$ cat config.mk
export PLATFORM = sky130hd
export DESIGN_NAME = csr_top
export DESIGN_NICKNAME = d
export VERILOG_FILES = /design/src/hw/csr_pkg.sv /design/src/hw/csr_perf_counters.sv /design/src/hw/csr_req_port.sv /design/src/hw/csr_resp_port.sv /design/src/hw/csr_top.sv /design/src/hw/csr_trap_regs.sv
export SDC_FILE = /design/constraint.sdc
export NUM_CORES = 1
export LEC_CHECK = 0
export BUFFER_PORTS_ARGS = -buffer_cell sky130_fd_sc_hd__buf_4
export CORE_MARGIN = 2
export CORE_UTILIZATION = 50
export CTS_CLUSTER_DIAMETER = 50
export CTS_CLUSTER_SIZE = 10
export DETAILED_ROUTE_END_ITERATION = 16
export PLACE_DENSITY = 0.7
export SYNTH_ARGS = -nofsm -noshare
export SYNTH_HDL_FRONTEND = slang
export SYNTH_HIERARCHICAL = 1
export SYNTH_SLANG_ARGS = --single-unit
$ cat constraint.sdc
create_clock -name clk -period 11.65 [get_ports clk]
set_clock_uncertainty 0.2 [all_clocks]
set_input_delay 0 -clock clk [delete_from_list [all_inputs] [get_ports clk]]
set_output_delay 0 -clock clk [all_outputs]
set_load 0.005 [all_outputs]
$ cat src/hw/csr_pkg.sv
`default_nettype none

package csr_pkg;

  ////////////////////////////////////////////////////////////
  // widths, addresses, op codes
  ////////////////////////////////////////////////////////////

  parameter int unsigned XLEN         = 32;
  parameter int unsigned MAX_COUNTERS = 4;  // cycle, instret, load, store

  typedef enum logic [11:0] {
    CSR_MSTATUS   = 12'h300,
    CSR_MISA      = 12'h301,
    CSR_MTVEC     = 12'h305,  // read-only, boot address
    CSR_MEPC      = 12'h341,
    CSR_MCAUSE    = 12'h342,
    CSR_PCCR_BASE = 12'h780,  // counter i at base + i
    CSR_PCCR_ALL  = 12'h79F,  // write hits every counter
    CSR_PCER      = 12'h7A0,
    CSR_PCMR      = 12'h7A1
  } csr_addr_e;

  typedef enum logic [1:0] {
    CSR_OP_NONE  = 2'b00,
    CSR_OP_WRITE = 2'b01,
    CSR_OP_SET   = 2'b10,
    CSR_OP_CLEAR = 2'b11
  } csr_op_e;

  // mstatus bit positions
  parameter int unsigned MSTATUS_MIE_BIT  = 3;
  parameter int unsigned MSTATUS_MPIE_BIT = 7;

  // misa: mxl=1 (rv32), I and C only
  parameter logic [XLEN-1:0] MISA_VALUE =
      (XLEN'(1) << 30)   // mxl
    | (XLEN'(1) <<  8)   // I
    | (XLEN'(1) <<  2);  // C

  ////////////////////////////////////////////////////////////
  // payloads
  ////////////////////////////////////////////////////////////

  typedef struct packed {
    logic [11:0]     addr;
    csr_op_e         op;
    logic [XLEN-1:0] wdata;
  } csr_req_t;  // 46 bits

  typedef struct packed {
    logic            strobe;  // one cycle per accepted request
    logic [11:0]     addr;
    csr_op_e         op;
    logic [XLEN-1:0] wdata;
  } csr_access_t;  // 47 bits

  typedef struct packed {
    logic            hit;
    logic [XLEN-1:0] data;  // old value, zero on miss
  } csr_read_t;

  typedef struct packed {
    logic [XLEN-1:0] rdata;
    logic            err;  // nobody claimed the address
  } csr_resp_t;

  typedef struct packed {
    logic            save;
    logic [5:0]      cause;  // {irq, code[4:0]}
    logic [XLEN-1:0] pc;
  } trap_event_t;

  typedef struct packed {
    logic instr_ret;
    logic load;
    logic store;
  } perf_events_t;

  typedef struct packed {
    logic mie;
    logic mpie;
  } mstatus_t;

  // write/set/clear against the old value, none keeps it
  function automatic logic [XLEN-1:0] csr_apply_op(input csr_op_e         op,
                                                   input logic [XLEN-1:0] old_val,
                                                   input logic [XLEN-1:0] wdata);
    logic [XLEN-1:0] res;
    unique case (op)
      CSR_OP_WRITE: res = wdata;
      CSR_OP_SET:   res = old_val | wdata;
      CSR_OP_CLEAR: res = old_val & ~wdata;  // clear = old and not wdata
      default:      res = old_val;
    endcase
    return res;
  endfunction

endpackage

`default_nettype wire

$ cat src/hw/csr_perf_counters.sv
`default_nettype none

module csr_perf_counters #(
  parameter int unsigned N_COUNTERS = 4  // 1 .. MAX_COUNTERS
) (
  input  logic                  clk,
  input  logic                  rst_n,
  input  csr_pkg::csr_access_t  access_i,
  input  csr_pkg::perf_events_t events_i,
  output csr_pkg::csr_read_t    rd_o
);
  import csr_pkg::*;

  logic [MAX_COUNTERS-1:0] evt_all;   // one source per counter slot
  logic [N_COUNTERS-1:0]   cnt_in;
  logic [N_COUNTERS-1:0]   cnt_inc;   // enabled event this cycle
  logic [N_COUNTERS-1:0]   cnt_inc_q; // applied one cycle later
  logic [N_COUNTERS-1:0]   pcer_q, pcer_d;
  logic [1:0]              pcmr_q, pcmr_d;  // [1] saturate, [0] global enable

  logic [N_COUNTERS-1:0][XLEN-1:0] cnt_q, cnt_d;

  logic [N_COUNTERS-1:0] cnt_sel;  // per-counter address match
  logic                  is_pcer, is_pcmr, is_all;
  logic                  hit;
  logic [XLEN-1:0]       old_val;
  logic [XLEN-1:0]       pcer_new, pcmr_new;

  // slot 0 always counts cycles
  assign evt_all = {events_i.store, events_i.load, events_i.instr_ret, 1'b1};
  assign cnt_in  = evt_all[N_COUNTERS-1:0];

  ////////////////////////////////////////////////////////////
  // address decode and read mux
  ////////////////////////////////////////////////////////////

  always_comb begin
    is_pcer = (access_i.addr == CSR_PCER);
    is_pcmr = (access_i.addr == CSR_PCMR);
    is_all  = (access_i.addr == CSR_PCCR_ALL);  // reads back zero
    old_val = '0;
    for (int c = 0; c < N_COUNTERS; c++) begin
      cnt_sel[c] = (access_i.addr == (12'(CSR_PCCR_BASE) + 12'(c)));
      if (cnt_sel[c]) old_val = cnt_q[c];
    end
    if (is_pcer) old_val = XLEN'(pcer_q);
    if (is_pcmr) old_val = XLEN'(pcmr_q);
    hit = is_pcer | is_pcmr | is_all | (|cnt_sel);
  end

  assign rd_o = '{hit: hit, data: old_val};

  ////////////////////////////////////////////////////////////
  // control registers
  ////////////////////////////////////////////////////////////

  assign pcer_new = csr_apply_op(access_i.op, XLEN'(pcer_q), access_i.wdata);
  assign pcmr_new = csr_apply_op(access_i.op, XLEN'(pcmr_q), access_i.wdata);

  always_comb begin
    pcer_d = pcer_q;
    pcmr_d = pcmr_q;
    if (access_i.strobe && is_pcer) pcer_d = pcer_new[N_COUNTERS-1:0];
    if (access_i.strobe && is_pcmr) pcmr_d = pcmr_new[1:0];
  end

  ////////////////////////////////////////////////////////////
  // counter update, bus write beats increment
  ////////////////////////////////////////////////////////////

  always_comb begin
    for (int c = 0; c < N_COUNTERS; c++) begin
      cnt_inc[c] = cnt_in[c] & pcer_q[c] & pcmr_q[0];
      cnt_d[c]   = cnt_q[c];
      // stop at all-ones when saturating, else wrap
      if (cnt_inc_q[c] && ((cnt_q[c] != '1) || !pcmr_q[1])) begin
        cnt_d[c] = cnt_q[c] + XLEN'(1);
      end
      if (access_i.strobe && (is_all || cnt_sel[c])) begin
        cnt_d[c] = csr_apply_op(access_i.op, cnt_q[c], access_i.wdata);
      end
    end
  end

  always_ff @(posedge clk, negedge rst_n) begin
    if (!rst_n) begin
      pcer_q    <= '0;
      pcmr_q    <= 2'b11;  // counting on, saturation on
      cnt_q     <= '0;
      cnt_inc_q <= '0;
    end else begin
      pcer_q    <= pcer_d;
      pcmr_q    <= pcmr_d;
      cnt_q     <= cnt_d;
      cnt_inc_q <= cnt_inc;
    end
  end

endmodule

`default_nettype wire

$ cat src/hw/csr_req_port.sv
`default_nettype none

module csr_req_port (
  input  logic                 clk,
  input  logic                 rst_n,
  input  logic                 req_i,
  input  csr_pkg::csr_req_t    req_data_i,
  output logic                 ack_o,
  output csr_pkg::csr_access_t access_o
);
  import csr_pkg::*;

  typedef enum logic [1:0] {
    ST_IDLE,    // waiting for req
    ST_STROBE,  // access strobe out this cycle
    ST_HOLD     // ack high until req drops
  } state_e;

  state_e   state_q, state_d;
  logic     ack_q, ack_d;
  logic     accept;  // new request taken at this edge
  csr_req_t req_q;   // frozen copy of the bus

  assign accept = (state_q == ST_IDLE) && req_i && !ack_q;

  ////////////////////////////////////////////////////////////
  // four-phase slave
  ////////////////////////////////////////////////////////////

  always_comb begin
    state_d = state_q;
    ack_d   = ack_q;
    unique case (state_q)
      ST_IDLE: begin
        if (accept) state_d = ST_STROBE;
      end
      ST_STROBE: begin
        state_d = ST_HOLD;  // single strobe, then ack
        ack_d   = 1'b1;
      end
      ST_HOLD: begin
        if (!req_i) begin  // phase 3 seen
          state_d = ST_IDLE;
          ack_d   = 1'b0;
        end
      end
      default: state_d = ST_IDLE;
    endcase
  end

  always_ff @(posedge clk, negedge rst_n) begin
    if (!rst_n) begin
      state_q <= ST_IDLE;
      ack_q   <= 1'b0;
    end else begin
      state_q <= state_d;
      ack_q   <= ack_d;
    end
  end

  // payload, no reset
  always_ff @(posedge clk) begin
    if (accept) req_q <= req_data_i;
  end

  assign ack_o    = ack_q;
  assign access_o = '{strobe: (state_q == ST_STROBE),
                      addr:   req_q.addr,
                      op:     req_q.op,
                      wdata:  req_q.wdata};

endmodule

`default_nettype wire

$ cat src/hw/csr_resp_port.sv
`default_nettype none

module csr_resp_port (
  input  logic                 clk,
  input  logic                 rst_n,
  input  csr_pkg::csr_access_t access_i,
  input  csr_pkg::csr_read_t   trap_rd_i,
  input  csr_pkg::csr_read_t   perf_rd_i,
  output csr_pkg::csr_resp_t   rsp_o
);
  import csr_pkg::*;

  ////////////////////////////////////////////////////////////
  // merge the block answers
  ////////////////////////////////////////////////////////////

  logic [XLEN-1:0] merged;   // misses drive zero, so OR is enough
  logic            any_hit;
  csr_resp_t       rsp_q;

  assign merged  = trap_rd_i.data | perf_rd_i.data;
  assign any_hit = trap_rd_i.hit | perf_rd_i.hit;

  // capture once per access, hold until the next one
  always_ff @(posedge clk, negedge rst_n) begin
    if (!rst_n) begin
      rsp_q <= '0;
    end else if (access_i.strobe) begin
      rsp_q.rdata <= merged;
      rsp_q.err   <= !any_hit;  // unclaimed address
    end
  end

  assign rsp_o = rsp_q;

endmodule

`default_nettype wire

$ cat src/hw/csr_top.sv
`default_nettype none

module csr_top #(
  parameter int unsigned N_COUNTERS = 4
) (
  input  logic                     clk,
  input  logic                     rst_n,
  // requester, four-phase
  input  logic                     req_i,
  input  csr_pkg::csr_req_t        req_data_i,
  output logic                     ack_o,
  output csr_pkg::csr_resp_t       rsp_o,
  // core side, no handshake
  input  csr_pkg::trap_event_t     trap_i,
  input  logic                     mret_i,
  input  csr_pkg::perf_events_t    events_i,
  input  logic [csr_pkg::XLEN-1:0] boot_addr_i,
  output logic                     m_irq_enable_o,
  output logic [csr_pkg::XLEN-1:0] mepc_o
);
  import csr_pkg::*;

  csr_access_t access;   // strobed request, stable payload
  csr_read_t   trap_rd;
  csr_read_t   perf_rd;

  ////////////////////////////////////////////////////////////
  // input side, processing, output side
  ////////////////////////////////////////////////////////////

  csr_req_port u_req_port (
    .clk        (clk),
    .rst_n      (rst_n),
    .req_i      (req_i),
    .req_data_i (req_data_i),
    .ack_o      (ack_o),
    .access_o   (access)
  );

  csr_trap_regs u_trap_regs (
    .clk            (clk),
    .rst_n          (rst_n),
    .access_i       (access),
    .trap_i         (trap_i),
    .mret_i         (mret_i),
    .boot_addr_i    (boot_addr_i),
    .rd_o           (trap_rd),
    .m_irq_enable_o (m_irq_enable_o),
    .mepc_o         (mepc_o)
  );

  csr_perf_counters #(
    .N_COUNTERS (N_COUNTERS)
  ) u_perf_counters (
    .clk      (clk),
    .rst_n    (rst_n),
    .access_i (access),
    .events_i (events_i),
    .rd_o     (perf_rd)
  );

  csr_resp_port u_resp_port (
    .clk       (clk),
    .rst_n     (rst_n),
    .access_i  (access),
    .trap_rd_i (trap_rd),
    .perf_rd_i (perf_rd),
    .rsp_o     (rsp_o)
  );

endmodule

`default_nettype wire

$ cat src/hw/csr_trap_regs.sv
`default_nettype none

module csr_trap_regs (
  input  logic                          clk,
  input  logic                          rst_n,
  input  csr_pkg::csr_access_t          access_i,
  input  csr_pkg::trap_event_t          trap_i,
  input  logic                          mret_i,
  input  logic [csr_pkg::XLEN-1:0]      boot_addr_i,
  output csr_pkg::csr_read_t            rd_o,
  output logic                          m_irq_enable_o,
  output logic [csr_pkg::XLEN-1:0]      mepc_o
);
  import csr_pkg::*;

  mstatus_t        mstatus_q, mstatus_d;
  logic [XLEN-1:0] mepc_q, mepc_d;
  logic [5:0]      mcause_q, mcause_d;  // {irq, code}

  logic            hit;
  logic [XLEN-1:0] old_val;  // value before the access
  logic [XLEN-1:0] new_val;  // after write/set/clear
  logic            wr;

  ////////////////////////////////////////////////////////////
  // read decode
  ////////////////////////////////////////////////////////////

  always_comb begin
    hit     = 1'b1;
    old_val = '0;
    case (access_i.addr)
      CSR_MSTATUS: begin
        old_val[12:11]            = 2'b11;  // mpp fixed to machine
        old_val[MSTATUS_MIE_BIT]  = mstatus_q.mie;
        old_val[MSTATUS_MPIE_BIT] = mstatus_q.mpie;
      end
      CSR_MISA:   old_val = MISA_VALUE;
      CSR_MTVEC:  old_val = boot_addr_i;  // vector base = boot addr
      CSR_MEPC:   old_val = mepc_q;
      CSR_MCAUSE: old_val = {mcause_q[5], {(XLEN-6){1'b0}}, mcause_q[4:0]};
      default:    hit = 1'b0;  // not ours
    endcase
  end

  assign rd_o    = '{hit: hit, data: old_val};
  assign new_val = csr_apply_op(access_i.op, old_val, access_i.wdata);
  assign wr      = access_i.strobe && hit;

  ////////////////////////////////////////////////////////////
  // next state, trap > mret > bus write
  ////////////////////////////////////////////////////////////

  always_comb begin
    mstatus_d = mstatus_q;
    mepc_d    = mepc_q;
    mcause_d  = mcause_q;

    if (wr) begin
      case (access_i.addr)
        CSR_MSTATUS: begin
          mstatus_d.mie  = new_val[MSTATUS_MIE_BIT];
          mstatus_d.mpie = new_val[MSTATUS_MPIE_BIT];
        end
        CSR_MEPC:   mepc_d   = new_val;
        CSR_MCAUSE: mcause_d = {new_val[XLEN-1], new_val[4:0]};
        default: ;  // misa, mtvec ignore writes
      endcase
    end

    if (trap_i.save) begin
      // trap entry overrides whatever the bus did
      mstatus_d.mpie = mstatus_q.mie;
      mstatus_d.mie  = 1'b0;
      mepc_d         = trap_i.pc;
      mcause_d       = trap_i.cause;
    end else if (mret_i) begin
      mstatus_d.mie  = mstatus_q.mpie;  // restore
      mstatus_d.mpie = 1'b1;
    end
  end

  always_ff @(posedge clk, negedge rst_n) begin
    if (!rst_n) begin
      mstatus_q <= '0;
      mepc_q    <= '0;
      mcause_q  <= '0;
    end else begin
      mstatus_q <= mstatus_d;
      mepc_q    <= mepc_d;
      mcause_q  <= mcause_d;
    end
  end

  assign m_irq_enable_o = mstatus_q.mie;
  assign mepc_o         = mepc_q;

endmodule

`default_nettype wire

==> results.txt, run 1 <==
----------------------------------------------------
[STA]
  Max Fclk ... 0.227 GHz
  Rel. slew slack ... 14.5%
  Post-layout minimum cycle time ... 4400 ps
  Max-slew violation total from the final report ... 0
  Unrepaired setup endpoints after global routing ... no
  Final period util ... 37.8%
  Final-report setup violation count ... 0
  Worst Max-Slew Pin Slew ... 1270 ps
  Final hold violation count ... 0
  Accumulated negative setup slack ... 0 ps

[Setup path]
  R2R Setup Slk ... 7250 ps
  Cell with the biggest individual delay on the critical path ... sky130_fd_sc_hd__buf_4
  Max stage delay on crit path ... 800 ps
  Worst path cell trace ... buf_4, buf_4, or2_2, nand2_1, a22o_1, a21o_1, o31ai_2, dlygate4sd3_1
  Buffers plus inverters on the worst setup path ... 3
  Critical path class ... register to register
  Worst Setup SP ... u_req_port/access_o[33]
  Startpoint type of the worst setup path ... register
  Data required time of the critical path ... 11950 ps
  Critical path arrival ... 4700 ps
  Critical Path End Type ... register
  Number of stages on the worst setup path ... 8
  Depth of the most critical reg-to-reg path ... 8
  Most common cell type on the critical path ... sky130_fd_sc_hd__buf_4
  Reg-to-reg endpoint ... u_trap_regs/mepc_o[2]
  Critical R2R Launch ... u_req_port/access_o[33]
  Worst setup endpoint ... u_trap_regs/mepc_o[2]
  Crit path max-delay family ... buffers and inverters
  Crit Path Max Fanout ... 63

[Logic synthesis]
  Synth area leader ... sky130_fd_sc_hd__dfrtp_1
  Sequential area share after synthesis ... 37.4%
  Most instantiated flip-flop cell in the synthesis netlist ... sky130_fd_sc_hd__dfrtp_1
  Gate Count Post-Synth ... 2075
  Cell with the most instances after synthesis ... sky130_fd_sc_hd__dfrtp_1
  Synth top cells by count ... sky130_fd_sc_hd__dfrtp_1 (212), sky130_fd_sc_hd__nor2_1 (198), sky130_fd_sc_hd__a21oi_1 (191), sky130_fd_sc_hd__nand3_1 (157), sky130_fd_sc_hd__nand2_1 (152)
  Async SR Flop Fraction ... 82.3%
  Number of warnings reported in the yosys synthesis log ... 6
  Count of flip-flops with a built-in enable after synthesis ... 46
  Top cells by area, synth ... sky130_fd_sc_hd__dfrtp_1 (29%), sky130_fd_sc_hd__edfxtp_1 (7.7%), sky130_fd_sc_hd__a21oi_1 (5.3%), sky130_fd_sc_hd__nand3_1 (4.4%), sky130_fd_sc_hd__nor2_1 (4.1%)
  Area share of the largest cell type after synthesis ... 29.4%
  Net count after synthesis ... 2203
  Mean instance size in the synthesized netlist ... 8.68 sq um
  Count of different cell masters after synthesis ... 116
  Cell area after technology mapping ... 18000 sq um
  Register bit count reported by yosys ... 260

[Die]
  Die ar. ... 37600 sq um
  Placement row count ... 69
  Horizontal extent of the die ... 194 um
  Height of the die ... 194 um
  I/O pin total ... 191
  Initial Util ... 50.7%
  Floorplan core area ... 35600 sq um

[Clock tree]
  Sink Count ... 260
  Number of clock buffers inserted by TritonCTS ... 44
  Maximum clock insertion buffer count ... 3
  Number of buffers inserted by post-CTS setup repair ... 0
  Clk Latency, worst-skew pair ... 560 ps
  Clock root buffer ... sky130_fd_sc_hd__clkbuf_16
  Clock-pin slew of the registers on the worst-case setup and hold paths ... 60 ps
  CTS tree ... built
  Number of H-tree levels ... 2

[Finish]
  Fill cell count ... 2783
  Post-route insts no fill ... 2911
  Register Area ... 6740 sq um
  Combined area of the multi-input logic cells ... 10400 sq um
  Share of layout cells above drive strength 1 ... 18.4%
  Area Growth Syn to Fin ... 29.4%
  Net count of the finished layout ... 2542

[Global routing]
  First-pass GRT wire length ... 120000 um
  Number of global-route vias before repair ... 19400
  GRT Total Usage ... 41.6%
  Initial antenna violation count ... 3
  Remaining Overflow, GRT ... 0
  Maximum number of pins on one net before global-route repair ... 105

[Routing]
  Post-route DRC ... 0
  Count of antenna-violating nets left after detailed routing ... 0
  Average routed wire per standard cell ... 27.6 um
  DRT iter0 DRCs ... 2787
  Router iterations before antenna repair ... 7
  Detailed Route WL ... 80400 um
  Total via count in the routed design ... 20000
  Per-cell via count in the routed design ... 6.85

[Power]
  Leakage power summed over all cells ... 8.97 nW
  Worst vdd rail ir drop ... 0.000151 V
  Power density of the placed cells ... 152 nW/um^2

[Placed design]
  Detailed-placement wirelength estimate ... 53000 um
  Final weighted congestion in routability-driven placement ... 1.04
  Number of input and output port buffers inserted ... 190
  Number of placed cells counting well taps ... 2612

[Job]
  Max-cap violation count ... 0

[Worst hold path]
  Min-delay worst type ... input pin to register

[Outcome]
  Outcome ... finished clean

----------------------------------------------------
registers in the layout (all words and copies together) (netlist names):
register                    flops
u_perf_counters/cnt_q         128
u_req_port/access_o            46
u_resp_port/rsp_o              33
u_trap_regs/mepc_o             32
u_trap_regs/mcause_q            6
u_perf_counters/cnt_inc_q       4
u_perf_counters/pcer_q          4
u_perf_counters/pcmr_q          2
u_req_port/state_q              2
u_req_port/ack_o                1
u_trap_regs/m_irq_enable_o      1
u_trap_regs/mstatus_q           1
logic make-up after synthesis:
logic type / share of synthesized area, %
AO/OA/AOI/OAI: 23.5
AND/OR/NAND/NOR: 24.1
flip-flops: 37.4
XOR/XNOR: 4.13
multiplexers: 5.61
adder cells (fa/ha/maj): 0.278
buffers and inverters: 4.97
layout by cell type, fill, tap and decap left out, types with 11 or more instances in the layout:
cell type	netlist	routed
sky130_fd_sc_hd__a21o_1	17	17
sky130_fd_sc_hd__nor4_1	22	22
sky130_fd_sc_hd__a22o_1	12	12
sky130_fd_sc_hd__edfxtp_1	46	46
sky130_fd_sc_hd__dfrtp_1	212	212
sky130_fd_sc_hd__mux4_2	31	31
sky130_fd_sc_hd__and2_1	32	32
sky130_fd_sc_hd__a22oi_1	21	21
sky130_fd_sc_hd__clkbuf_16	0	45
sky130_fd_sc_hd__and3_1	37	37
sky130_fd_sc_hd__o211ai_1	22	22
sky130_fd_sc_hd__mux2i_1	16	16
sky130_fd_sc_hd__nand4_1	37	37
sky130_fd_sc_hd__and4_1	11	11
sky130_fd_sc_hd__nor2b_1	46	45
sky130_fd_sc_hd__nand3_1	157	156
sky130_fd_sc_hd__or3_1	14	14
sky130_fd_sc_hd__nand2_1	152	151
sky130_fd_sc_hd__buf_4	8	231
sky130_fd_sc_hd__nor2_1	198	195
sky130_fd_sc_hd__a31oi_1	35	35
sky130_fd_sc_hd__nand2b_1	11	11
sky130_fd_sc_hd__a211oi_1	22	22
sky130_fd_sc_hd__o21ai_0	129	129
sky130_fd_sc_hd__inv_1	32	32
sky130_fd_sc_hd__o22ai_1	40	40
sky130_fd_sc_hd__a21oi_2	32	32
sky130_fd_sc_hd__dlygate4sd3_1	0	216
sky130_fd_sc_hd__a21oi_1	191	191
sky130_fd_sc_hd__nor3_1	36	36
sky130_fd_sc_hd__xnor2_1	54	54
sky130_fd_sc_hd__xor2_1	31	31
per-layer routing:
metal	part of all wire, %	wire, um	global-route usage (%)	up-vias
met5	0	0	0	-
met1	37	30000	53.7	9570
met2	45	35800	64.4	1524
met4	7.4	5970	26.3	0
met3	11	8580	8.31	389
li1	-	-	-	8469
power breakdown:
group          total [mW]  switching, mW  internal [mW]
logic               0.913          0.518          0.395
clock network        1.36          0.510          0.846
registers            1.26          0.202           1.06
worst min path at each step:
| stage | slack [ps] | startpoint | endpoint | depth (start not counted) |
|---|---|---|---|---|
| after floorplan | -500 | rst_n | u_perf_counters/cnt_inc_q[0] | 0 |
| after global placement | -70 | rst_n | u_trap_regs/mepc_o[26] | 1 |
| after detailed placement | -80 | rst_n | u_trap_regs/mepc_o[26] | 1 |
| after CTS | 10 | req_data_i[27] | u_req_port/access_o[27] | 2 |
| after global routing | 20 | req_data_i[27] | u_req_port/access_o[27] | 2 |
| final | 30 | req_data_i[27] | u_req_port/access_o[27] | 2 |
per-stage QoR:
| step | utilization, % | setup slack [ps] | hold WS (ps) | area (sq um) | total power, mW |
|---|---|---|---|---|---|
| floorplan | - | 5600 | -496 | 18000 | 1.68 |
| finish | 65.5 | 7250 | 30.0 | 23300 | 3.53 |
| CTS | 65.5 | 7370 | 12.1 | 23300 | 3.48 |
| detailed placement | 55.2 | 7830 | -77.3 | 19600 | 2.07 |
| global route | 65.5 | 7160 | 23.7 | 23300 | 3.63 |
| global placement | 55.2 | 7960 | -72.3 | 19600 | 2.05 |
final cells by class:
| cell class | count | area share, % |
|---|---|---|
| inverters | 35 | 0.564 |
| repair buffers | 449 | 16.9 |
| clock buffers | 55 | 5.16 |
| clock inverters | 24 | 1.22 |
| flip-flops and latches | 260 | 28.9 |
| multi-input cells | 1624 | 44.7 |
| diodes | 3 | 0.0322 |
| well taps | 461 | 2.47 |
timing repair:
action | in CTS | in global routing
hold endpoints to repair | 230 | 0
hold buffers | 217 | 0
resized for setup | 0 | 0
Power figures use the tool's default switching activity.
==> inputs of run 2 (changes only) <==
- PLACE_DENSITY: 0.7 -> 0.72
- clock period: 11.65 -> 3.58 ns (I/O delays scaled with it)
==> results.txt, run 2 (synthesis gave the netlist of run 1 again) <==
----------------------------------------------------
[Routing]
  Count of antenna-violating nets left after detailed routing ... 0 (unchanged)
  Post-route DRC ... 0 (unchanged)
  Detailed Route WL ... 86800 um (+8.0%)
  Total via count in the routed design ... 20700 (+3.6%)
  Per-cell via count in the routed design ... 6.99 (+2.0%)
  DRT iter0 DRCs ... 3003 (+7.8%)
  Average routed wire per standard cell ... 29.4 um (+6.3%)
  Router iterations before antenna repair ... 8 (+1)

[Placed design]
  Number of placed cells counting well taps ... 2664 (+2.0%)
  Final weighted congestion in routability-driven placement ... 1.10 (+5.5%)
  Placed cell areas ... 20100 sq um (+2.2%)
  Detailed-placement wirelength estimate ... 56700 um (+7.0%)
  Worst setup timing slack at the placement stage ... 371 ps (-7460 ps)
  Number of input and output port buffers inserted ... 190 (unchanged)

[Global routing]
  Remaining Overflow, GRT ... 0 (unchanged)
  Initial antenna violation count ... 0 (-3)
  Maximum number of pins on one net before global-route repair ... 90 (-14%)
  GRT Total Usage ... 45.1% (+3.5 points)
  Global-route track usage on met2 ... 68.4% (+4.1 points)
  Number of global-route vias before repair ... 20300 (+4.7%)
  First-pass GRT wire length ... 129000 um (+7.4%)
  Most used routing layer in global routing ... met2
  Met3 usage ... 11.0% (+2.6 points)
  Routing usage on met1 ... 57.0% (+3.3 points)

[STA]
  Max Fclk ... 0.282 GHz (+24%)
  Accumulated negative setup slack ... 0 ps (unchanged)
  Unrepaired setup endpoints after global routing ... no
  Post-route worst hold slack ... 71.4 ps (+41.4 ps)
  Rel. slew slack ... 24.9% (+10 points)
  Post-layout minimum cycle time ... 3550 ps (-852 ps)
  Max-slew violation total from the final report ... 0 (unchanged)
  Final period util ... 99.2% (+61 points)
  Worst Max-Slew Pin Slew ... 1130 ps (-146 ps)
  Final hold violation count ... 0 (unchanged)
  Slack of the critical path ... 28.6 ps (-7220 ps)
  Final-report setup violation count ... 0 (unchanged)

[Power]
  Net Sw Frac ... 35.4% (+0.59 points)
  Design Power ... 11.5 mW (+230%)
  Clock power share ... 36.6% (-1.8 points)
  Worst vdd rail ir drop ... 0.000464 V (+210%)
  Internal power summed over all cells ... 7.45 mW (+220%)
  Part of the power in combinational logic ... 27.6% (+1.8 points)
  Power density of the placed cells ... 487 nW/um^2 (+220%)
  Net Sw Power ... 4.08 mW (+230%)
  Leakage power summed over all cells ... 9.21 nW (+2.6%)
  Relative contribution of sequential cells to total power ... 35.7% (about the same)

[Finish]
  Area Growth Syn to Fin ... 31.4%
  Post-route insts no fill ... 2956 (+1.5%)
  Largest register by flop count ... u_perf_counters/cnt_q
  Fill cell count ... 2729 (-1.9%)
  Commonest cells after routing, fill and taps aside ... sky130_fd_sc_hd__buf_4 (281), sky130_fd_sc_hd__dlygate4sd3_1 (218), sky130_fd_sc_hd__dfrtp_1 (212)
  Flip-flop count of the largest register, all copies and words added ... 128 (unchanged)
  Combined area of the multi-input logic cells ... 10400 sq um (about the same)
  Final Instance Area ... 23700 sq um (+1.6%)
  Util after Layout ... 66.6% (+1.0 points)
  Share of layout cells above drive strength 1 ... 19.8% (+1.4 points)
  Net count of the finished layout ... 2594 (+2.0%)
  Register Area ... 6740 sq um (unchanged)
  Commonest non-fill, non-tap cell in the layout ... sky130_fd_sc_hd__buf_4
  Antenna diode count ... 0 (-3)

[Die]
  Horizontal extent of the die ... 194 um (unchanged)
  Height of the die ... 194 um (unchanged)
  I/O pin total ... 191 (unchanged)
  Floorplan core area ... 35600 sq um (unchanged)
  Die ar. ... 37600 sq um (unchanged)
  Initial Util ... 50.7% (unchanged)
  Placement row count ... 69 (unchanged)

[Setup path]
  Data required time of the critical path ... 3880 ps (-8070 ps)
  Critical path arrival ... 3850 ps (-850 ps)
  Critical path class ... register to register
  Critical Path End Type ... register
  Crit Path Max Fanout ... 40 (-37%)
  Startpoint type of the worst setup path ... register

[Job]
  Max-cap violation count ... 0 (unchanged)

[Clock tree]
  Clock-pin slew of the registers on the worst-case setup and hold paths ... 60 ps (about the same)
  CTS tree ... built
  Sink Count ... 260 (unchanged)
  Clock root buffer ... sky130_fd_sc_hd__clkbuf_16
  Number of clock buffers inserted by TritonCTS ... 40 (-9.1%)
  Clk Latency, worst-skew pair ... 580 ps (+20 ps)
  Maximum clock insertion buffer count ... 3 (unchanged)
  Number of H-tree levels ... 2 (unchanged)

[Worst hold path]
  Min-delay worst type ... input pin to register

[Outcome]
  Outcome ... finished clean

----------------------------------------------------
run 2: changes by cell type in the layout (fill, tap and decap cells not counted), sizes merged:
cell / delta
buf: +54
bufinv: +2
clkbuf: -4
clkinv: -6
diode: -3
dlygate4sd3: +2
run 2: final cells by class:
| type | instances | area share [%] |
|---|---|---|
| clock buffer | 51 | 4.58 |
| clock inverter | 20 | 1.26 |
| inverter | 35 | 0.555 |
| tap | 461 | 2.44 |
| sequential | 260 | 28.5 |
| multi-input combinational | 1624 | 44.1 |
| timing repair buffer | 505 | 18.6 |
run 2: power groups by stage:
stage / registers, mW / clock network (mW) / logic [mW]
global route: 4.14 / 4.36 / 3.34
finish: 4.12 / 4.23 / 3.19
CTS: 4.07 / 4.22 / 2.96
floorplan: 3.81 / 0 / 1.65
detailed placement: 4.11 / 0 / 2.73
global placement: 4.10 / 0 / 2.68
run 2: worst paths after layout:
path | start | endpoint | slack, ps | depth (start not counted)
setup / recovery | u_req_port/access_o[36] | u_trap_regs/mepc_o[31] | 30 | 8
hold / removal | events_i[1] | u_perf_counters/cnt_inc_q[2] | 70 | 3
setup reg to reg | u_req_port/access_o[36] | u_trap_regs/mepc_o[31] | 30 | 8
hold reg to reg | u_resp_port/rsp_o[27] | u_resp_port/rsp_o[27] | 320 | 2
max in group asynchronous | rst_n | u_perf_counters/cnt_q[84] | 2200 | 4
min in group asynchronous | rst_n | u_resp_port/rsp_o[26] | 460 | 4
run 2: repair_timing:
item | CTS | global route
buffers inserted | 0 | 2
endpoints found under the setup margin | 0 | 8
gates resized for setup | 0 | 4
hold buffers | 219 | 0
hold endpoints to repair | 361 | 0
run 2: critical path: stages, from the launching register on:
cell and delay [ps]:
sky130_fd_sc_hd__edfxtp_1 500, sky130_fd_sc_hd__buf_4 340, sky130_fd_sc_hd__nor3b_4 340, sky130_fd_sc_hd__buf_4 240, sky130_fd_sc_hd__o21ai_0 120, sky130_fd_sc_hd__a21oi_1 470
sky130_fd_sc_hd__o21ai_0 300, sky130_fd_sc_hd__o21ai_0 330, sky130_fd_sc_hd__dlygate4sd3_1 640
run 2: routing by layer:
layer	up-vias	routed length, um
met5	-	0
met4	0	6820
met3	486	10200
met2	1706	38100
met1	9913	31700
li1	8556	-
